`src/idu_pkg.sv`:
```
package idu_pkg;

    localparam int INST_ADDR_WIDTH = 32;
    localparam int INST_DATA_WIDTH = 32;
    localparam int REG_ADDR_WIDTH  = 5;
    localparam int CSR_ADDR_WIDTH  = 12;   // zero-extended to 32 at the top ports
    localparam int DECINFO_WIDTH   = 8;    // {op[4:0], grp[2:0]}

    // execution group, bits 2..0 of the decode-info bus
    localparam logic [2:0] GRP_ALU    = 3'd1;
    localparam logic [2:0] GRP_BRANCH = 3'd2;
    localparam logic [2:0] GRP_JUMP   = 3'd3;
    localparam logic [2:0] GRP_LOAD   = 3'd4;
    localparam logic [2:0] GRP_STORE  = 3'd5;
    localparam logic [2:0] GRP_CSR    = 3'd6;
    localparam logic [2:0] GRP_UPPER  = 3'd7;

    // Operation code, bits 7..3 of the decode-info bus.
    // op[2:0] is funct3, zero for the U and J formats.
    // op[3] is inst[30] for OP and shift-immediate words, zero otherwise.
    // op[4] is set for JALR and AUIPC, clear for JAL and LUI.
    localparam int OP_ALT_BIT = 3;
    localparam int OP_SEL_BIT = 4;

    localparam logic [6:0] OPC_LUI    = 7'b0110111;
    localparam logic [6:0] OPC_AUIPC  = 7'b0010111;
    localparam logic [6:0] OPC_JAL    = 7'b1101111;
    localparam logic [6:0] OPC_JALR   = 7'b1100111;
    localparam logic [6:0] OPC_BRANCH = 7'b1100011;
    localparam logic [6:0] OPC_LOAD   = 7'b0000011;
    localparam logic [6:0] OPC_STORE  = 7'b0100011;
    localparam logic [6:0] OPC_OPIMM  = 7'b0010011;
    localparam logic [6:0] OPC_OP     = 7'b0110011;
    localparam logic [6:0] OPC_SYSTEM = 7'b1110011;

    localparam int CU_BUS_WIDTH = 2;
    localparam int CU_FLUSH     = 0;  // load a bubble
    localparam int CU_STALL     = 1;  // hold current contents

    // one instruction word seen through each base format
    typedef union packed {
        struct packed {
            logic [6:0] funct7;
            logic [4:0] rs2;
            logic [4:0] rs1;
            logic [2:0] funct3;
            logic [4:0] rd;
            logic [6:0] opcode;
        } r;
        struct packed {
            logic [11:0] imm;
            logic [4:0]  rs1;
            logic [2:0]  funct3;
            logic [4:0]  rd;
            logic [6:0]  opcode;
        } i;
        struct packed {
            logic [6:0] imm_hi;
            logic [4:0] rs2;
            logic [4:0] rs1;
            logic [2:0] funct3;
            logic [4:0] imm_lo;
            logic [6:0] opcode;
        } s;
        struct packed {
            logic       imm12;
            logic [5:0] imm10_5;
            logic [4:0] rs2;
            logic [4:0] rs1;
            logic [2:0] funct3;
            logic [3:0] imm4_1;
            logic       imm11;
            logic [6:0] opcode;
        } b;
        struct packed {
            logic [19:0] imm;
            logic [4:0]  rd;
            logic [6:0]  opcode;
        } u;
        struct packed {
            logic       imm20;
            logic [9:0] imm10_1;
            logic       imm11;
            logic [7:0] imm19_12;
            logic [4:0] rd;
            logic [6:0] opcode;
        } j;
    } inst_fmt_u;

endpackage

```
`src/idu_dec_if.sv`:
```
`timescale 1ns/100ps

interface idu_dec_if;
    import idu_pkg::*;

    logic [INST_ADDR_WIDTH-1:0] inst_addr;
    logic [INST_DATA_WIDTH-1:0] inst;
    logic                       inst_valid;
    logic                       is_pred_branch;   // carried through only
    logic                       reg_we;
    logic [REG_ADDR_WIDTH-1:0]  reg_waddr;
    logic [REG_ADDR_WIDTH-1:0]  reg1_raddr;
    logic [REG_ADDR_WIDTH-1:0]  reg2_raddr;
    logic                       csr_we;
    logic [CSR_ADDR_WIDTH-1:0]  csr_waddr;
    logic [CSR_ADDR_WIDTH-1:0]  csr_raddr;
    logic [DECINFO_WIDTH-1:0]   dec_info_bus;
    logic [31:0]                dec_imm;
    logic                       illegal_inst;
    logic                       inst_jump;
    logic                       inst_branch;
    logic                       inst_csr_type;
    logic                       is_load;

    modport src (
        output inst_addr, inst, inst_valid, is_pred_branch,
        output reg_we, reg_waddr, reg1_raddr, reg2_raddr,
        output csr_we, csr_waddr, csr_raddr, dec_info_bus, dec_imm,
        output illegal_inst, inst_jump, inst_branch, inst_csr_type, is_load
    );

    modport dst (
        input inst_addr, inst, inst_valid, is_pred_branch,
        input reg_we, reg_waddr, reg1_raddr, reg2_raddr,
        input csr_we, csr_waddr, csr_raddr, dec_info_bus, dec_imm,
        input illegal_inst, inst_jump, inst_branch, inst_csr_type, is_load
    );

    // hazard view with the source addresses of the decoding word
    modport mon (
        input inst_valid, reg_we, reg_waddr, is_load, reg1_raddr, reg2_raddr
    );

endinterface

```
`src/idu_decode.sv`:
```
`timescale 1ns/100ps

module idu_decode (
    input  logic [idu_pkg::INST_DATA_WIDTH-1:0] inst_i,
    input  logic [idu_pkg::INST_ADDR_WIDTH-1:0] inst_addr_i,
    input  logic                                inst_valid_i,
    input  logic                                is_pred_branch_i,
    idu_dec_if.src                              dec
);
    import idu_pkg::*;

    inst_fmt_u   fmt;
    logic [31:0] imm_i;
    logic [31:0] imm_s;
    logic [31:0] imm_b;
    logic [31:0] imm_u;
    logic [31:0] imm_j;
    logic [31:0] imm_z;
    logic [2:0]  grp;
    logic [4:0]  op;
    logic        legal;
    logic        rd_use;
    logic        csr_use;

    assign fmt = inst_i;

    // sign-extended immediates, one per format
    assign imm_i = {{20{fmt.i.imm[11]}}, fmt.i.imm};
    assign imm_s = {{20{fmt.s.imm_hi[6]}}, fmt.s.imm_hi, fmt.s.imm_lo};
    assign imm_b = {{19{fmt.b.imm12}}, fmt.b.imm12, fmt.b.imm11,
                    fmt.b.imm10_5, fmt.b.imm4_1, 1'b0};
    assign imm_u = {fmt.u.imm, 12'b0};
    assign imm_j = {{11{fmt.j.imm20}}, fmt.j.imm20, fmt.j.imm19_12,
                    fmt.j.imm11, fmt.j.imm10_1, 1'b0};
    assign imm_z = {27'b0, fmt.i.rs1};  // csr uimm sits in the rs1 field

    always_comb begin
        grp               = '0;
        op                = '0;
        legal             = 1'b1;
        rd_use            = 1'b0;
        csr_use           = 1'b0;
        dec.reg1_raddr    = '0;
        dec.reg2_raddr    = '0;
        dec.dec_imm       = '0;
        dec.inst_jump     = 1'b0;
        dec.inst_branch   = 1'b0;
        dec.inst_csr_type = 1'b0;
        dec.is_load       = 1'b0;
        case (fmt.r.opcode)
            OPC_LUI, OPC_AUIPC: begin
                grp             = GRP_UPPER;
                op[OP_SEL_BIT]  = (fmt.u.opcode == OPC_AUIPC);
                rd_use          = 1'b1;
                dec.dec_imm     = imm_u;
            end
            OPC_JAL: begin
                grp             = GRP_JUMP;
                rd_use          = 1'b1;
                dec.dec_imm     = imm_j;
                dec.inst_jump   = 1'b1;
            end
            OPC_JALR: begin
                grp             = GRP_JUMP;
                op              = {1'b1, 1'b0, fmt.i.funct3};
                rd_use          = 1'b1;
                dec.reg1_raddr  = fmt.i.rs1;
                dec.dec_imm     = imm_i;
                dec.inst_jump   = 1'b1;
            end
            OPC_BRANCH: begin
                grp             = GRP_BRANCH;
                op[2:0]         = fmt.b.funct3;
                dec.reg1_raddr  = fmt.b.rs1;
                dec.reg2_raddr  = fmt.b.rs2;
                dec.dec_imm     = imm_b;
                dec.inst_branch = 1'b1;
            end
            OPC_LOAD: begin
                grp             = GRP_LOAD;
                op[2:0]         = fmt.i.funct3;
                rd_use          = 1'b1;
                dec.reg1_raddr  = fmt.i.rs1;
                dec.dec_imm     = imm_i;
                dec.is_load     = 1'b1;
            end
            OPC_STORE: begin
                grp             = GRP_STORE;
                op[2:0]         = fmt.s.funct3;
                dec.reg1_raddr  = fmt.s.rs1;
                dec.reg2_raddr  = fmt.s.rs2;
                dec.dec_imm     = imm_s;
            end
            OPC_OPIMM: begin
                grp             = GRP_ALU;
                op[2:0]         = fmt.i.funct3;
                op[OP_ALT_BIT]  = (fmt.i.funct3[1:0] == 2'b01) && fmt.r.funct7[5];  // shifts
                rd_use          = 1'b1;
                dec.reg1_raddr  = fmt.i.rs1;
                dec.dec_imm     = imm_i;
            end
            OPC_OP: begin
                grp             = GRP_ALU;
                op              = {1'b0, fmt.r.funct7[5], fmt.r.funct3};
                rd_use          = 1'b1;
                dec.reg1_raddr  = fmt.r.rs1;
                dec.reg2_raddr  = fmt.r.rs2;
            end
            OPC_SYSTEM: begin
                if (fmt.i.funct3 == 3'b000) begin
                    legal = 1'b0;  // ecall, ebreak, xret not handled here
                end else begin
                    grp               = GRP_CSR;
                    op[2:0]           = fmt.i.funct3;
                    rd_use            = 1'b1;
                    csr_use           = 1'b1;
                    dec.inst_csr_type = 1'b1;
                    if (fmt.i.funct3[2]) begin
                        dec.dec_imm = imm_z;  // csrrwi, csrrsi, csrrci
                    end else begin
                        dec.reg1_raddr = fmt.i.rs1;
                    end
                end
            end
            default: legal = 1'b0;
        endcase
    end

    assign dec.inst_addr      = inst_addr_i;
    assign dec.inst           = inst_i;
    assign dec.inst_valid     = inst_valid_i;
    assign dec.is_pred_branch = is_pred_branch_i;
    assign dec.dec_info_bus   = {op, grp};
    assign dec.reg_we         = inst_valid_i && legal && rd_use;
    assign dec.reg_waddr      = rd_use ? fmt.r.rd : '0;
    assign dec.csr_we         = inst_valid_i && csr_use;  // csr_use implies legal
    assign dec.csr_waddr      = csr_use ? fmt.i.imm : '0;
    assign dec.csr_raddr      = csr_use ? fmt.i.imm : '0;
    assign dec.illegal_inst   = inst_valid_i && !legal;

endmodule

```
`src/idu_pipe_ctrl.sv`:
```
`timescale 1ns/100ps

module idu_pipe_ctrl (
    input  logic                             clk,
    input  logic                             rst_n_i,
    input  logic                             flush_req_i,   // redirect from execute
    input  logic                             ex_stall_i,    // execute busy
    idu_dec_if.mon                           dec,
    idu_dec_if.mon                           ex,
    output logic [idu_pkg::CU_BUS_WIDTH-1:0] stall_flag_o,
    output logic                             fetch_hold_o
);
    import idu_pkg::*;

    logic ex_load;
    logic rs1_hit;
    logic rs2_hit;
    logic load_use;

    // load in ex writing a real register
    assign ex_load = ex.inst_valid && ex.is_load && ex.reg_we && (ex.reg_waddr != '0);

    assign rs1_hit  = (dec.reg1_raddr != '0) && (dec.reg1_raddr == ex.reg_waddr);
    assign rs2_hit  = (dec.reg2_raddr != '0) && (dec.reg2_raddr == ex.reg_waddr);
    assign load_use = ex_load && dec.inst_valid && (rs1_hit || rs2_hit);

    always_comb begin
        stall_flag_o = '0;
        fetch_hold_o = 1'b0;
        if (flush_req_i) begin
            stall_flag_o[CU_FLUSH] = 1'b1;  // redirect wins and fetch moves on
        end else if (ex_stall_i) begin
            stall_flag_o[CU_STALL] = 1'b1;
            fetch_hold_o           = 1'b1;
        end else if (load_use) begin
            stall_flag_o[CU_FLUSH] = 1'b1;  // bubble into ex
            fetch_hold_o           = 1'b1;  // same word again next cycle
        end
    end

    a_flush_stall_excl: assert property (
        @(posedge clk) disable iff (!rst_n_i)
        !(stall_flag_o[CU_FLUSH] && stall_flag_o[CU_STALL])
    );

    a_no_hold_on_redirect: assert property (
        @(posedge clk) disable iff (!rst_n_i)
        flush_req_i |-> !fetch_hold_o
    );

endmodule

```
`src/idu_id_pipe.sv`:
```
`timescale 1ns/100ps

module idu_id_pipe (
    input  logic                             clk,
    input  logic                             rst_n_i,
    input  logic [idu_pkg::CU_BUS_WIDTH-1:0] stall_flag_i,
    idu_dec_if.dst                           d,
    idu_dec_if.src                           q
);
    import idu_pkg::*;

    logic flush_en;
    logic stall_en;

    assign flush_en = stall_flag_i[CU_FLUSH];
    assign stall_en = stall_flag_i[CU_STALL];

    always_ff @(posedge clk) begin
        if (!rst_n_i || flush_en) begin  // flush beats stall
            q.inst_addr      <= '0;
            q.inst           <= '0;
            q.inst_valid     <= 1'b0;
            q.is_pred_branch <= 1'b0;
            q.reg_we         <= 1'b0;
            q.reg_waddr      <= '0;
            q.reg1_raddr     <= '0;
            q.reg2_raddr     <= '0;
            q.csr_we         <= 1'b0;
            q.csr_waddr      <= '0;
            q.csr_raddr      <= '0;
            q.dec_info_bus   <= '0;
            q.dec_imm        <= '0;
            q.illegal_inst   <= 1'b0;
            q.inst_jump      <= 1'b0;
            q.inst_branch    <= 1'b0;
            q.inst_csr_type  <= 1'b0;
            q.is_load        <= 1'b0;
        end else if (!stall_en) begin
            q.inst_addr      <= d.inst_addr;
            q.inst           <= d.inst;
            q.inst_valid     <= d.inst_valid;
            q.is_pred_branch <= d.is_pred_branch;
            q.reg_we         <= d.reg_we;
            q.reg_waddr      <= d.reg_waddr;
            q.reg1_raddr     <= d.reg1_raddr;
            q.reg2_raddr     <= d.reg2_raddr;
            q.csr_we         <= d.csr_we;
            q.csr_waddr      <= d.csr_waddr;
            q.csr_raddr      <= d.csr_raddr;
            q.dec_info_bus   <= d.dec_info_bus;
            q.dec_imm        <= d.dec_imm;
            q.illegal_inst   <= d.illegal_inst;
            q.inst_jump      <= d.inst_jump;
            q.inst_branch    <= d.inst_branch;
            q.inst_csr_type  <= d.inst_csr_type;
            q.is_load        <= d.is_load;
        end
    end

    // execute never sees a live slot right after a flush
    a_flush_bubble: assert property (
        @(posedge clk) disable iff (!rst_n_i)
        flush_en |=> !q.inst_valid
    );

endmodule

```
`src/idu_top.sv`:
```
`timescale 1ns/100ps

module idu_top (
    input  logic                                clk,
    input  logic                                rst_n_i,
    input  logic [idu_pkg::INST_DATA_WIDTH-1:0] inst_i,
    input  logic [idu_pkg::INST_ADDR_WIDTH-1:0] inst_addr_i,
    input  logic                                inst_valid_i,
    input  logic                                is_pred_branch_i,
    input  logic                                flush_req_i,
    input  logic                                ex_stall_i,
    output logic                                fetch_hold_o,
    output logic [idu_pkg::INST_ADDR_WIDTH-1:0] inst_addr_o,
    output logic [idu_pkg::INST_DATA_WIDTH-1:0] inst_o,
    output logic                                inst_valid_o,
    output logic                                reg_we_o,
    output logic [idu_pkg::REG_ADDR_WIDTH-1:0]  reg_waddr_o,
    output logic [idu_pkg::REG_ADDR_WIDTH-1:0]  reg1_raddr_o,
    output logic [idu_pkg::REG_ADDR_WIDTH-1:0]  reg2_raddr_o,
    output logic                                csr_we_o,
    output logic [31:0]                         csr_waddr_o,
    output logic [31:0]                         csr_raddr_o,
    output logic [idu_pkg::DECINFO_WIDTH-1:0]   dec_info_bus_o,
    output logic [31:0]                         dec_imm_o,
    output logic                                is_pred_branch_o,
    output logic                                illegal_inst_o,
    output logic                                inst_jump_o,
    output logic                                inst_branch_o,
    output logic                                inst_csr_type_o
);
    import idu_pkg::*;

    logic [CU_BUS_WIDTH-1:0] stall_flag;

    idu_dec_if dec_bus ();  // decoder to ID/EX register
    idu_dec_if ex_bus ();   // ID/EX register to execute

    idu_decode u_decode (
        .inst_i           (inst_i),
        .inst_addr_i      (inst_addr_i),
        .inst_valid_i     (inst_valid_i),
        .is_pred_branch_i (is_pred_branch_i),
        .dec              (dec_bus.src)
    );

    idu_pipe_ctrl u_pipe_ctrl (
        .clk          (clk),
        .rst_n_i      (rst_n_i),
        .flush_req_i  (flush_req_i),
        .ex_stall_i   (ex_stall_i),
        .dec          (dec_bus.mon),
        .ex           (ex_bus.mon),
        .stall_flag_o (stall_flag),
        .fetch_hold_o (fetch_hold_o)
    );

    idu_id_pipe u_id_pipe (
        .clk          (clk),
        .rst_n_i      (rst_n_i),
        .stall_flag_i (stall_flag),
        .d            (dec_bus.dst),
        .q            (ex_bus.src)
    );

    assign inst_addr_o      = ex_bus.inst_addr;
    assign inst_o           = ex_bus.inst;
    assign inst_valid_o     = ex_bus.inst_valid;
    assign reg_we_o         = ex_bus.reg_we;
    assign reg_waddr_o      = ex_bus.reg_waddr;
    assign reg1_raddr_o     = ex_bus.reg1_raddr;
    assign reg2_raddr_o     = ex_bus.reg2_raddr;
    assign csr_we_o         = ex_bus.csr_we;
    assign csr_waddr_o      = {{(32-CSR_ADDR_WIDTH){1'b0}}, ex_bus.csr_waddr};
    assign csr_raddr_o      = {{(32-CSR_ADDR_WIDTH){1'b0}}, ex_bus.csr_raddr};
    assign dec_info_bus_o   = ex_bus.dec_info_bus;
    assign dec_imm_o        = ex_bus.dec_imm;
    assign is_pred_branch_o = ex_bus.is_pred_branch;
    assign illegal_inst_o   = ex_bus.illegal_inst;
    assign inst_jump_o      = ex_bus.inst_jump;
    assign inst_branch_o    = ex_bus.inst_branch;
    assign inst_csr_type_o  = ex_bus.inst_csr_type;

endmodule

```
`config.mk`:
```
export PLATFORM = sky130hd
export DESIGN_NAME = idu_top
export DESIGN_NICKNAME = d
export VERILOG_FILES = /design/src/idu_pkg.sv /design/src/idu_dec_if.sv /design/src/idu_decode.sv /design/src/idu_pipe_ctrl.sv /design/src/idu_id_pipe.sv /design/src/idu_top.sv
export SDC_FILE = /design/constraint.sdc
export NUM_CORES = 1
export LEC_CHECK = 0
export ABC_AREA = 1
export ABC_CLOCK_PERIOD_IN_PS = 3300
export BUFFER_PORTS_ARGS = -buffer_cell sky130_fd_sc_hd__buf_2
export CORE_AREA = 2 2 128 130
export CTS_BUF_LIST = sky130_fd_sc_hd__clkbuf_2 sky130_fd_sc_hd__clkbuf_4 sky130_fd_sc_hd__clkbuf_8
export DETAILED_ROUTE_END_ITERATION = 8
export DIE_AREA = 0 0 130 132
export GPL_TIMING_DRIVEN = 0
export HOLD_SLACK_MARGIN = 0.03
export PLACE_DENSITY = 0.85
export SLEW_MARGIN = 20
export SYNTH_ARGS = -nofsm -noshare
export SYNTH_HDL_FRONTEND = slang
export SYNTH_HIERARCHICAL = 1
export SYNTH_SLANG_ARGS = --single-unit
```
`constraint.sdc`:
```
create_clock -name clk -period 3.3 [get_ports clk]
set_clock_uncertainty 0.1 [all_clocks]
set_input_delay 0.495 -clock clk [delete_from_list [all_inputs] [get_ports clk]]
set_output_delay 0.495 -clock clk [all_outputs]
set_load 0.05 [all_outputs]
```
==> results of run 1 <==
==> sequential cells by signal, indices dropped and copies added (netlist names), 5 cells and up <==
signal                    count
u_id_pipe/q.reg1_raddr        5
u_id_pipe/q.dec_imm          32
u_id_pipe/q.reg_waddr         5
u_id_pipe/q.csr_raddr        12
u_id_pipe/q.dec_info_bus      8
u_id_pipe/q.inst_addr        32
u_id_pipe/q.inst             32
u_id_pipe/q.csr_waddr        12
u_id_pipe/q.reg2_raddr        5
==> what timing repair did <==
item / 4_1_cts / 5_1_grt
hold buffers: 0 / 0
hold endpoints to repair: 0 / 0
buffers inserted: 0 / 0
resized for setup: 0 / 16
setup endpoints to repair: 0 / 71
==> cells in the final DEF (no fill, tap or decap), drive strengths merged <==
cell type and instances:
a21oi 154, buf 346, bufinv 4, clkbuf 36, clkinv 7, clkinvlp 2, conb 40, dfxtp 152
inv 71, nand2 424, nand3 47, nand4 7, nor2 56, nor3 2, o2111ai 1, o21ai 22
==> worst max-delay path, stage by stage <==
cell and delay [ps]:
buf_2 90, nand2_1 130, nor2_2 330, nand2_1 140, inv_1 220, nand4_1 120
nand2_1 180, inv_1 70, nand2_1 50, nand2_1 50, nor2_1 120, nand3_1 80
nand2_1 90, nand3_1 70, nand2_1 70, clkbuf_4 220
==> cell families (layout without fill, tap and decap cells) <==
logic type,after synthesis,in the layout,synth area share
AOI/OAI and AO/OA,177,177,0.121
buffers and inverters,246,466,0.195
DFF,152,152,0.395
other,1,40,0.000487
and+or+nand+nor,536,536,0.288
==> metal layers <==
| layer | track usage | vias up |
|---|---|---|
| met3 | 0.0710 | 47 |
| met2 | 0.405 | 294 |
| met4 | 0.112 | 0 |
| met1 | 0.303 | 3252 |
| li1 | - | 3822 |
| met5 | 0 | - |
==> how the worst max path moves through the flow <==
stage	startpoint	endpoint	slack (ps)	cells after the start
final	inst_i[1]	fetch_hold_o	190	16
after global routing	inst_i[4]	fetch_hold_o	-4	16
after CTS	inst_i[1]	fetch_hold_o	140	17
after detailed placement	inst_i[1]	u_id_pipe/q.inst_addr[8]	-260	21
after global placement	inst_i[1]	u_id_pipe/q.reg2_raddr[1]	-230	21
after floorplan	inst_i[1]	fetch_hold_o	610	15
==> power by group <==
group          internal (uW)  leakage (uW)  switching [uW]
combinational            200       0.00328             479
sequential              1870       0.00123            17.9
clock                    881      0.000225             694
==> stage by stage <==
stage | util | std cells | total power [uW] | setup TNS (ps)
after floorplan | - | 1151 | 2450 | 0
after global placement | 0.576 | 1555 | 2590 | -16770
after detailed placement | 0.576 | 1555 | 2600 | -16370
after CTS | 0.605 | 1587 | 4160 | 0
after global routing | 0.606 | 1587 | 4290 | -3.83
final | 0.606 | 1587 | 4140 | 0
==> cell type report <==
cell class / instances / share of cell area
multi-input combinational: 753 / 0.347
sequential: 152 / 0.320
buffer: 174 / 0.130
timing repair buffer: 188 / 0.0991
clock buffer: 20 / 0.0289
inverter: 72 / 0.0285
tap: 216 / 0.0284
clock inverter: 12 / 0.0181
==> results.tsv, run 1 <==
metric	value	unit
worst vdd ir	220	uV
unrepaired setup endpoints after global routing	true	
Synth Area per Inst	6.92	sq um
vias per std cell	4.67	
dpl ws	-259	ps
clk sinks	152	
vias in the first global route	6815	
count of different cell masters after synthesis	27	
Max Clk Rate	321	MHz
Hold EP	u_id_pipe/q.inst_addr[11]	
Worst Hold Depth	3	
status	finished, final reports clean	
CTS tree	yes	
GP Congestion	0.955	
Wirelength per Cell	13.7	um
Die H	132	um
Syn-to-layout area delta	23.6	%
final instance area	0.00952	sq mm
layout cell share with drive strength beyond 1	0.317	
I/O pin count	262	
CTS clk-pin slew, worst paths	80	ps
max_cap viols	0	
DP HPWL	16700	um
Clock Path Buffers	2	
Yosys warnings	6	
Worst-Skew Late Latency	450	ps
LEAKAGE	0.00474	uW
first-pass GRT wire length	33700	um
Yosys top cell by area	dfxtp_1	
CP arrival	2520	ps
sequential-to-total area share from yosys stat	0.395	
WL met2	10100	um
vias after detailed routing	7415	
WL met1	9230	um
Worst setup SP type	input pin	
Syn Inst Count	1112	
Post-synth EDFFs	0	
reg2reg setup slack	1090	ps
Max Used Layer	met4	
number of fill cells	1476	
Pre-Repair DR Iteration Count	5	
r2r startpoint	u_id_pipe/q.reg_waddr[3]	
# nets final	1428	
largest cells by area after synthesis	dfxtp_1 40%, nand2_1 20%, buf_4 12%	
critical path class	input pin to output port	
number of setup violations in the final report	0	
crit-path max FO	7	
most frequent cell after synthesis	nand2_1	
Yosys top cell area share	0.395	
crit path capture type	output port	
met3 WL	1830	um
number of hold violations in the final report	0	
ys flop type	dfxtp_1	
synthesized area	0.00770	sq mm
largest net degree at the start of global routing	17	
initial antenna violation count	0	
Routed Antenna Nets	0	
TritonCTS Buffers	17	
Tightest Hold Check Type	input pin to flop	
hold path startpoint	inst_addr_i[11]	
Final Slew Violations	0	
Hold WS	191	ps
#FFs+latches synth	152	
Worst R2R End	u_id_pipe/q.inst_addr[18]	
minimum clock period	3110	ps
Final period util	0.943	
Starting Density	0.490	
routed wire length	21800	um
clk root buf	clkbuf_8	
Core Box Area	0.0157	sq mm
R2R depth	13	
IO Port Bufs	188	
# rows	46	
DIE AREA	0.0172	sq mm
remaining global-route overflow	0	
Final WS setup	188	ps
1st-iter DRT viols	537	
Crit path required time	2700	ps
Sequential Area	0.00304	sq mm
GR Util All Layers	0.249	
die width	130	um
drc violations	0	
Async S/R FF share, synth	0	
synth cell count leaders	408 x nand2_1, 152 x dfxtp_1, 144 x a21oi_1	
multi-input logic area	0.00330	sq mm
Placed Area	0.00906	sq mm
CTS H-tree depth	4	
Power Dens Cells	435	mW/mm^2
# diodes	0	
Power figures use the tool's default switching activity.
==> inputs of run 2 (changes only) <==
- CORE_AREA: 2 2 128 130 -> 2 2 117 141
- DIE_AREA: 0 0 130 132 -> 0 0 119 143
- PLACE_DENSITY: 0.85 -> 0.86
==> run 2 against run 1 <==
Core utilization rose by 0.31 points; count of clock-buffer cells in the layout increased by 1; non-clock buffer count stayed put; design area down 0.35%; die area is 0.83% lower; largest power group unchanged.
==> results.tsv, run 2 (synthesis results as in run 1) <==
metric	value	unit
status	finished, final reports clean	
DIE AREA	0.0170	sq mm
vias per std cell	4.84	
Hold EP	u_id_pipe/q.is_pred_branch	
# rows	50	
CP cell instances	buf_2 -> nand2_2 -> inv_1 -> nand2_1 -> nor2_2 -> nor2_4 -> nand3_4 -> nand2_1 -> nand2_1 -> nand2_1 -> nand2_1 -> nor2_1 -> nand3_1 -> nand2_1 -> nand3_1 -> nand2_1 -> buf_2	
I/O pin count	262	
cell mode on critical path	nand2_1	
unrepaired setup endpoints after global routing	false	
CP arrival	2550	ps
Hold WS	186	ps
Clk pwr share	0.369	
Starting Density	0.494	
number of fill cells	1434	
LEAKAGE	0.00471	uW
P_sw	1200	uW
Core Util, Final	0.609	
worst vdd ir	279	uV
r2r startpoint	u_id_pipe/q.reg_waddr[3]	
Tightest Hold Check Type	input pin to flop	
Wirelength per Cell	14.0	um
Core Box Area	0.0156	sq mm
1st-iter DRT viols	537	
combinational power share	0.167	
hold path startpoint	is_pred_branch_i	
slowest CP cell	buf_2	
Pint	2870	uW
CP delay by family, top	simple AND/OR/NAND/NOR gates	
routed wire length	22100	um
reg2reg setup slack	1020	ps
Top Registers	u_id_pipe/q.dec_imm (32), u_id_pipe/q.inst (32), u_id_pipe/q.inst_addr (32)	
Worst Hold Depth	3	
drc violations	0	
Max Clk Rate	318	MHz
Buf/Inv on CP	3	
Final period util	0.953	
# nets final	1428	
CTS H-tree depth	4	
number of setup violations in the final report	0	
crit path capture type	output port	
dpl ws	-268	ps
placed cells	1547	
Final WS setup	157	ps
Clock Path Buffers	2	
vias after detailed routing	7649	
IO Port Bufs	188	
clk sinks	152	
Worst setup SP type	input pin	
initial antenna violation count	0	
Finished Layout Cells	1579	
minimum clock period	3140	ps
crit-path max FO	8	
Power Dens Cells	429	mW/mm^2
Sw Share	0.294	
most common cell after layout, fill and taps aside	nand2_1	
DP HPWL	16900	um
remaining global-route overflow	0	
TritonCTS Buffers	17	
Syn-to-layout area delta	23.2	%
Slowest Stage Delay on Critical Path	250	ps
Die H	143	um
Worst R2R End	u_id_pipe/q.csr_waddr[9]	
clk root buf	clkbuf_8	
CTS tree	yes	
Reg power frac	0.464	
layout cell share with drive strength beyond 1	0.313	
R2R depth	13	
max_cap viols	0	
number of hold violations in the final report	0	
vias in the first global route	7159	
CTS clk-pin slew, worst paths	80	ps
Crit path required time	2700	ps
# diodes	0	
die width	119	um
multi-input logic area	0.00331	sq mm
Pre-Repair DR Iteration Count	6	
Routed Antenna Nets	0	
hold_buf cts	0	
critical path class	input pin to output port	
Final Slew Violations	0	
largest net degree at the start of global routing	17	
setup_tns	0	ps
Worst-Skew Late Latency	460	ps
Sequential Area	0.00304	sq mm
GP Congestion	0.959	
most frequent cells in the layout	407 x nand2_1, 215 x buf_2, 152 x dfxtp_1	
GR Util All Layers	0.258	
first-pass GRT wire length	34800	um
run 2: how the worst max path moves through the flow:
stage / start / endpoint / slack, ps / depth (start not counted)
floorplan: inst_i[1] / fetch_hold_o / 610 / 15
global placement: inst_i[1] / u_id_pipe/q.inst[7] / -170 / 21
detailed placement: inst_i[1] / u_id_pipe/q.inst[13] / -270 / 21
CTS: inst_i[1] / fetch_hold_o / 100 / 17
global route: inst_i[1] / fetch_hold_o / 10 / 17
finish: inst_i[1] / fetch_hold_o / 160 / 17
run 2: repair_timing:
| item | 4_1_cts | 5_1_grt |
|---|---|---|
| buffers inserted | 0 | 0 |
| setup endpoints to repair | 0 | 71 |
| resized for setup | 0 | 5 |
run 2: layer usage:
metal / track usage / share of wire / wire, um
met2: 0.444 / 0.48 / 10700
met3: 0.0663 / 0.071 / 1580
met1: 0.286 / 0.40 / 8800
met4: 0.159 / 0.049 / 1080
met5: 0 / 0 / 0
run 2: per-stage QoR:
step	area, sq um	total power (uW)
after floorplan	7850	2450
final	9480	4070
after detailed placement	9050	2600
after CTS	9470	4090
after global routing	9480	4230
after global placement	9050	2600
run 2: cell type report:
cell class,instances,area share
sequential,152,0.321
clock inverter,11,0.0153
timing repair buffer,188,0.0992
clock buffer,21,0.0292
inverter,72,0.0286
tap,208,0.0274
multi-input combinational,753,0.349
buffer,174,0.130
run 2: power by group through the flow:
stage | logic, uW | clock network (uW) | registers (uW)
global placement | 666 | 0 | 1930
global route | 723 | 1620 | 1890
finish | 680 | 1500 | 1890
detailed placement | 672 | 0 | 1930
CTS | 674 | 1530 | 1890
floorplan | 390 | 0 | 2060
run 2: worst register-to-register path: cells and delay by family, from the launching register on:
kind,cells,cell delay [ps]
compound gates,1,100
buf+inv,4,820
flops,1,410
simple gates,8,730
